## src/txframe_consts.svh

```systemverilog
// Lane count, slot count and bus width constants for the TX transport layer

`ifndef TXFRAME_CONSTS_SVH
`define TXFRAME_CONSTS_SVH

////////////////////////////////////////////////////////////////////////////
// Link geometry
////////////////////////////////////////////////////////////////////////////

// Lanes toward the link layer
`define TXF_LANES 4

// Sample slots per frame clock beat
`define TXF_SLOTS 8

// N' nibble group width, one slot
`define TXF_SLOT_W 16

// One lane word per frame clock beat
`define TXF_LANE_W 32

// Packed converter sample bus
`define TXF_DATA_W (`TXF_SLOTS * `TXF_SLOT_W)

// Legal csr_n codes, N-1 for N = 12..16
`define TXF_N_MIN_CODE 11
`define TXF_N_MAX_CODE 15

`endif
```

## src/txframe_pkg.sv

```systemverilog
// Configuration, slot frame and lane word types of the TX transport layer

`include "txframe_consts.svh"

package txframe_pkg;

   // Decoded octets-per-frame setting
   typedef enum logic [1:0]
   {
      F_MODE_OFF = 2'd0,
      F_MODE_2   = 2'd1,
      F_MODE_4   = 2'd2
   } f_mode_t;

   typedef logic [`TXF_SLOT_W-1:0] slot_t;
   typedef logic [`TXF_LANE_W-1:0] lane_word_t;

   // Registered CSR view used by the mapper
   typedef struct packed
   {
      f_mode_t                f_mode;
      logic [`TXF_LANES-1:0]  lane_en;
   } txframe_cfg_t;

   // One beat of packed nibble groups, slot j is sample j
   typedef struct packed
   {
      slot_t [`TXF_SLOTS-1:0] slot;
      logic                   ready;
      logic                   valid;
   } slot_frame_t;

   // Lane i sits at bits 32i upward
   typedef struct packed
   {
      lane_word_t [`TXF_LANES-1:0] lane;
   } lane_frame_t;

endpackage

```

## src/jesd_tx_assembler.sv

```systemverilog
// Top level of the JESD204 TX transport layer

`timescale 1ns/1ps

`include "txframe_consts.svh"

module jesd_tx_assembler
(
   input  logic                                txframe_clk,
   input  logic                                txframe_rst_n,
   input  logic                                link_tprt_early_txdata_ready,
   input  logic                                jesd_tx_data_valid,
   input  logic [`TXF_DATA_W-1:0]              jesd_tx_datain,
   input  logic [`TXF_SLOTS-1:0]               tprt_avalon_tx_control,
   input  logic [4:0]                          csr_l,
   input  logic [4:0]                          csr_n,
   input  logic [7:0]                          csr_f,
   output logic                                jesd_tx_data_ready,
   output logic [`TXF_LANES*`TXF_LANE_W-1:0]   tprt_link_txdata,
   output logic                                tprt_link_txdata_valid,
   output logic                                tprt_link_txdata_error
);

   import txframe_pkg::*;

   txframe_cfg_t  cfg;
   slot_frame_t   frame;
   lane_frame_t   lanes;
   logic          map_ready;
   logic          map_valid;

   transport_input_stage u_input
   (
      .txframe_clk                  (txframe_clk),
      .txframe_rst_n                (txframe_rst_n),
      .link_tprt_early_txdata_ready (link_tprt_early_txdata_ready),
      .jesd_tx_data_valid           (jesd_tx_data_valid),
      .jesd_tx_datain               (jesd_tx_datain),
      .tprt_avalon_tx_control       (tprt_avalon_tx_control),
      .csr_l                        (csr_l),
      .csr_n                        (csr_n),
      .csr_f                        (csr_f),
      .jesd_tx_data_ready           (jesd_tx_data_ready),
      .cfg                          (cfg),
      .frame                        (frame)
   );

   lane_mapper u_mapper
   (
      .cfg   (cfg),
      .frame (frame),
      .lanes (lanes),
      .ready (map_ready),
      .valid (map_valid)
   );

   link_output_stage u_output
   (
      .txframe_clk            (txframe_clk),
      .txframe_rst_n          (txframe_rst_n),
      .lanes                  (lanes),
      .ready                  (map_ready),
      .valid                  (map_valid),
      .tprt_link_txdata       (tprt_link_txdata),
      .tprt_link_txdata_valid (tprt_link_txdata_valid),
      .tprt_link_txdata_error (tprt_link_txdata_error)
   );

endmodule

```

## src/link_output_stage.sv

```systemverilog
// Output register for lane data, accepted-beat flag and underflow flag

`timescale 1ns/1ps

`include "txframe_consts.svh"

module link_output_stage
(
   input  logic                                   txframe_clk,
   input  logic                                   txframe_rst_n,
   input  txframe_pkg::lane_frame_t               lanes,
   input  logic                                   ready,
   input  logic                                   valid,
   output logic [`TXF_LANES*`TXF_LANE_W-1:0]      tprt_link_txdata,
   output logic                                   tprt_link_txdata_valid,
   output logic                                   tprt_link_txdata_error
);

   ////////////////////////////////////////////////////////////////////////////
   // Link side register stage
   ////////////////////////////////////////////////////////////////////////////

   always_ff @(posedge txframe_clk)
   begin
      if (!txframe_rst_n)
      begin
         tprt_link_txdata       <= '0;
         tprt_link_txdata_valid <= 1'b0;
         tprt_link_txdata_error <= 1'b0;
      end
      else
      begin
         tprt_link_txdata       <= lanes.lane;
         // Accepted beat
         tprt_link_txdata_valid <= ready & valid;
         // Link pulled a beat the converter did not supply
         tprt_link_txdata_error <= ready & ~valid;
      end
   end

   // Any non-zero lane word must come from a beat the link pulled
   a_data_only_when_pulled : assert property (@(posedge txframe_clk)
      disable iff (!txframe_rst_n)
      (tprt_link_txdata != '0) |-> (tprt_link_txdata_valid || tprt_link_txdata_error));

endmodule

```

## src/lane_mapper.sv

```systemverilog
// Slot to lane mapping for F=2 and F=4 with lane power-down and ready gating

`timescale 1ns/1ps

`include "txframe_consts.svh"

module lane_mapper
(
   input  txframe_pkg::txframe_cfg_t   cfg,
   input  txframe_pkg::slot_frame_t    frame,
   output txframe_pkg::lane_frame_t    lanes,
   output logic                        ready,
   output logic                        valid
);

   import txframe_pkg::*;

   lane_word_t [`TXF_LANES-1:0] mapped;

   ////////////////////////////////////////////////////////////////////////////
   // Lane assembly
   ////////////////////////////////////////////////////////////////////////////

   always_comb
   begin
      for (int i = 0; i < `TXF_LANES; i++)
      begin
         case (cfg.f_mode)
            // Two adjacent samples share one lane
            F_MODE_4:
            begin
               mapped[i] = {frame.slot[2*i], frame.slot[2*i+1]};
            end
            // Frame clock runs at half rate, two beats interleaved
            F_MODE_2:
            begin
               mapped[i] = {frame.slot[i], frame.slot[i+`TXF_LANES]};
            end
            default:
            begin
               mapped[i] = '0;
            end
         endcase

         // Powered-down lanes and non-ready beats carry zeros
         if (!cfg.lane_en[i] || !frame.ready)
         begin
            mapped[i] = '0;
         end
      end
   end

   assign lanes.lane = mapped;

   // Handshake bits go on to the output register
   assign ready = frame.ready;
   assign valid = frame.valid;

endmodule

```

## src/transport_input_stage.sv

```systemverilog
// Input stage: CSR registers and decode, early ready register, sample to slot packing

`timescale 1ns/1ps

`include "txframe_consts.svh"

module transport_input_stage
(
   input  logic                        txframe_clk,
   input  logic                        txframe_rst_n,
   input  logic                        link_tprt_early_txdata_ready,
   input  logic                        jesd_tx_data_valid,
   input  logic [`TXF_DATA_W-1:0]      jesd_tx_datain,
   input  logic [`TXF_SLOTS-1:0]       tprt_avalon_tx_control,
   input  logic [4:0]                  csr_l,
   input  logic [4:0]                  csr_n,
   input  logic [7:0]                  csr_f,
   output logic                        jesd_tx_data_ready,
   output txframe_pkg::txframe_cfg_t   cfg,
   output txframe_pkg::slot_frame_t    frame
);

   import txframe_pkg::*;

   logic                    early_ready_q;
   logic [4:0]              n_code;
   logic [4:0]              n_bits;
   logic [4:0]              pad;
   logic                    n_legal;
   f_mode_t                 f_mode_next;
   logic [`TXF_LANES-1:0]   lane_en_next;
   slot_t [`TXF_SLOTS-1:0]  slots;

   ////////////////////////////////////////////////////////////////////////////
   // CSR decode
   ////////////////////////////////////////////////////////////////////////////

   always_comb
   begin
      case (csr_f)
         8'd1:    f_mode_next = F_MODE_2;
         8'd3:    f_mode_next = F_MODE_4;
         default: f_mode_next = F_MODE_OFF;
      endcase
      // Lanes above csr_l are powered down
      for (int i = 0; i < `TXF_LANES; i++)
      begin
         lane_en_next[i] = (csr_l >= 5'(i));
      end
   end

   always_ff @(posedge txframe_clk)
   begin
      if (!txframe_rst_n)
      begin
         early_ready_q <= 1'b0;
         n_code        <= 5'd0;
         cfg.f_mode    <= F_MODE_OFF;
         cfg.lane_en   <= '0;
      end
      else
      begin
         early_ready_q <= link_tprt_early_txdata_ready;
         n_code        <= csr_n;
         cfg.f_mode    <= f_mode_next;
         cfg.lane_en   <= lane_en_next;
      end
   end

   assign jesd_tx_data_ready = early_ready_q;

   ////////////////////////////////////////////////////////////////////////////
   // Sample packing into N' = 16 nibble groups
   ////////////////////////////////////////////////////////////////////////////

   assign n_bits  = n_code + 5'd1;
   assign pad     = 5'(`TXF_SLOT_W) - n_bits;
   assign n_legal = (n_code >= 5'(`TXF_N_MIN_CODE)) && (n_code <= 5'(`TXF_N_MAX_CODE));

   always_comb
   begin : pack_slots
      logic [`TXF_DATA_W-1:0] shifted;
      slot_t                  sample;
      slot_t                  ctrl_word;
      for (int j = 0; j < `TXF_SLOTS; j++)
      begin
         // Sample j starts at bit j*N
         shifted   = jesd_tx_datain >> (j * n_bits);
         sample    = shifted[`TXF_SLOT_W-1:0] & ({`TXF_SLOT_W{1'b1}} >> pad);
         ctrl_word = {{(`TXF_SLOT_W-1){1'b0}}, tprt_avalon_tx_control[j]};
         if (!n_legal)
            slots[j] = '0;
         else if (pad == 5'd0)
            slots[j] = sample;                 // N=16, no room for control
         else
            slots[j] = (sample << pad) | (ctrl_word << (pad - 5'd1));
      end
   end

   assign frame.slot  = slots;
   assign frame.ready = early_ready_q;
   assign frame.valid = jesd_tx_data_valid;

   // Link must only pull data with a legal N programmed
   a_n_code_legal : assert property (@(posedge txframe_clk) disable iff (!txframe_rst_n)
      early_ready_q |-> n_legal);

endmodule

```

## config.mk

```make
export PLATFORM = sky130hd
export DESIGN_NAME = jesd_tx_assembler
export DESIGN_NICKNAME = d
export VERILOG_FILES = /design/src/txframe_pkg.sv /design/src/jesd_tx_assembler.sv /design/src/link_output_stage.sv /design/src/lane_mapper.sv /design/src/transport_input_stage.sv
export VERILOG_INCLUDE_DIRS = /design/src
export SDC_FILE = /design/constraint.sdc
export NUM_CORES = 2
export LEC_CHECK = 0
export BUFFER_PORTS_ARGS = -buffer_cell sky130_fd_sc_hd__buf_2
export CAP_MARGIN = 30
export CORE_MARGIN = 2
export CORE_UTILIZATION = 25
export DETAILED_ROUTE_END_ITERATION = 6
export HOLD_SLACK_MARGIN = 0.02
export PLACE_DENSITY = 0.36
export SETUP_SLACK_MARGIN = 0.3
export SLEW_MARGIN = 5
export SYNTH_ARGS = -nofsm -noshare
export SYNTH_HDL_FRONTEND = slang
export SYNTH_SLANG_ARGS = --single-unit
export TNS_END_PERCENT = 50
```

## constraint.sdc

```tcl
create_clock -name txframe_clk -period 12.2 [get_ports txframe_clk]
set_input_delay 2.44 -clock txframe_clk [delete_from_list [all_inputs] [get_ports txframe_clk]]
set_output_delay 2.44 -clock txframe_clk [all_outputs]
set_load 0.05 [all_outputs]
```

==> metrics.yaml <==
tritoncts.num_buffers: 17
slew_violations: 0
synthTopCellsByCount: "mux4_2, nor2_1, nand2_1, mux2i_1, clkbuf_1"
grt_usage_pct: 36.7
total_leakage_power_nw: 18.6
period_minus_slack_ps: 8700
drtPass1Iterations: 7
worst_path_max_delay_cell: "fa_4"
worstMarginPinSlew_ps: 1200
clock-sinks: 142
rsz0062_at_grt: "no"
critPathTopFamily: "adder cells"
hold_buffers: 0
start_kind: "flip-flop"
async_flop_share_pct: 0
cts-resized-gates: 0
fin_setup_tns_ps: 0
cp_num_buf_inv: 5
fmax_mhz: 115
syn_nets: 5590
drc: 6
crit_chain: "ha_1, buf_4, clkinv_1, nor3_1, ha_2, inv_2, ha_1, inv_1, fa_4, buf_4, mux4_2, mux2i_1, mux4_2, o211ai_1, a211oi_2, nor2_1, mux2_2, mux4_2, a22oi_1, o21a_1, o22ai_1"
placed_cells: 7860
syn_inst: 5400
vias_per_cell: 7.06
coreArea_sq_um: 195000
yosysSeqAreaShare_pct: 5.77
critPathKind: "flip-flop to flip-flop"
grt_max_degree: 140
dp_slack_ps: 3790
synth_top_area_cell: "mux4_2"
syn_area_sq_um: 49200
start_util_pct: 25.2
wl_per_cell_um: 48.1
layout-drive-gt1-share_pct: 34.2
cts_root_buf: "clkbuf_16"
clock_latency_ps: 460
place_congestion: 1.05
finalWirelength_um: 381000
die_h_um: 448
yosys_register_bits: 142
critPathLaunch: "u_input.n_code[0]$_SDFF_PN0_"
grt_pass1_vias: 51900
required_ps: 12480
cp_common_cell: "mux4_2"
finClkSkew_ps: 24.3
fp.dieW_um: 448
p_total_w: 0.00624
ys_top_cells_by_area: "mux4_2, mux2i_1, dfxtp_1, mux2_2, nor2_1"
min_period_over_period_pct: 71.3
ant_nets: 0
antenna_found_initial: 38
hold_class: "flip-flop to flip-flop"
dp_hpwl_um: 277000
ys_warn_count: 0
cts.path.max_buffers: 2
violations: "design-rule violations"
setup_violations: 0
yosysMostFrequentCell: "mux4_2"
power.density_nw_per_um2: 116
synth_cell_type_count: 114
fin_nets: 5450
fill_cells: 21100
worstPathMaxFanout: 47
reg2reg_from: "u_input.n_code[0]$_SDFF_PN0_"
min_from: "u_input.jesd_tx_data_ready$_SDFF_PN0_"
slew_headroom_pct: 20.1
htreeDepth: 4
max-vdd-ir-drop_mv: 0.0782
tritoncts: "done"
status: "finished with violations"
fin_cells: 7911
num_rows: 162
post_cts_buffers: 0
hold_viol: 0
synth_edf_count: 0
ff2ff_setup_slack_ps: 3500
synth_top_cell_area_share_pct: 36.3
ioPinCount: 289
vias: 55800
max_cap_violations: 0
grt_pass1_wl_um: 505000
clk_pin_slew_ps: 80
drt_iter0_drc: 9634
port_buffers: 288
crit_arrival_ps: 8980
critPathCaptureType: "flip-flop"
cpPeakStageDelay_ps: 1100
worst_slack_ps: 3500
die-area_sq_um: 201000
grt-ovfl-total: 0
yosys_most_used_dff: "dfxtp_1"
areaGrowthSynthToFinish_pct: 8.97
syn_avg_cell_area_sq_um: 9.12
==> metal layers <==
metal  track usage, %  up-vias  part of all wire (%)
li1                 -    21300                     -
met1             47.4    29200                    39
met2             54.1     4465                    42
met3             11.2      891                    12
met4             21.1       20                   7.2
met5                0        -                 0.035
==> cells by family after synthesis <==
family          synth area share [%]
simple gates                    13.6
mux                             50.8
compound gates                  19.7
buf+inv                         8.90
flops                           5.77
fa+ha+maj                      0.889
xor+xnor                       0.389
==> power by group <==
| group | internal [W] | total [W] | leakage [nW] | switching [W] |
|---|---|---|---|---|
| sequential | 0.000465 | 0.000471 | 1.15 | 0.00000560 |
| combinational | 0.00180 | 0.00522 | 17.2 | 0.00342 |
| clock | 0.000309 | 0.000555 | 0.295 | 0.000245 |
==> metrics by stage <==
| stage | hold WS, ps | util (%) | area [sq um] |
|---|---|---|---|
| after floorplan | 472 | - | 49200 |
| after global placement | 498 | 26.9 | 52600 |
| after detailed placement | 494 | 27.1 | 53000 |
| after CTS | 498 | 27.4 | 53600 |
| after global routing | 518 | 27.4 | 53600 |
| final | 494 | 27.5 | 53700 |
==> registers in the layout (all words and copies together), names as in the netlist <==
register                         cells
u_output.tprt_link_txdata          128
u_input.cfg                          6
u_output.tprt_link_txdata_error      1
u_input.n_code                       5
u_output.tprt_link_txdata_valid      1
u_input.jesd_tx_data_ready           1
==> cell type report <==
class                   count  area (sq um)  area share [%]
clock buffers              17           425           0.793
inverters                  66           264           0.492
repair buffers            623          4140            7.71
clock inverters            14           178           0.331
flip-flops and latches    142          2850            5.30
diodes                     15          37.5          0.0700
multi-input cells        4410         42500            79.2
well taps                2624          3280            6.12
==> worst min-delay path, stage by stage (launching register included) <==
cell and delay [ps]:
dfxtp_1 320, nand2_1 90, nor2_1 50
==> placed cells by master (no fill, tap or decap), drive strengths merged, types with 22 or more instances in the layout <==
master   instances
mux4           794
buf            621
nor2           560
nand2          502
mux2i          472
o21ai          237
a21oi          231
mux2           212
dfxtp          142
nor3           120
nand3          106
a211oi          99
o211ai          97
o22ai           88
inv             69
a31oi           55
a22oi           45
and2            43
a221oi          38
a21o            31
o32ai           30
o311ai          30
o31ai           29
o221ai          28
nor4            28
ha              27
nand2b          25
or3             25
or2             25
o2111ai         24
and3            23
a221o           22
==> worst paths after layout <==
path | endpoint | depth (start not counted)
worst max register to register | u_output.tprt_link_txdata[77]$_SDFF_PP0_ | 21
worst min register to register | u_output.tprt_link_txdata_error$_SDFF_PN0_ | 2
worst max-delay path | u_output.tprt_link_txdata[77]$_SDFF_PP0_ | 21
worst min-delay path | u_output.tprt_link_txdata_error$_SDFF_PN0_ | 2
Power figures use the tool's default switching activity.
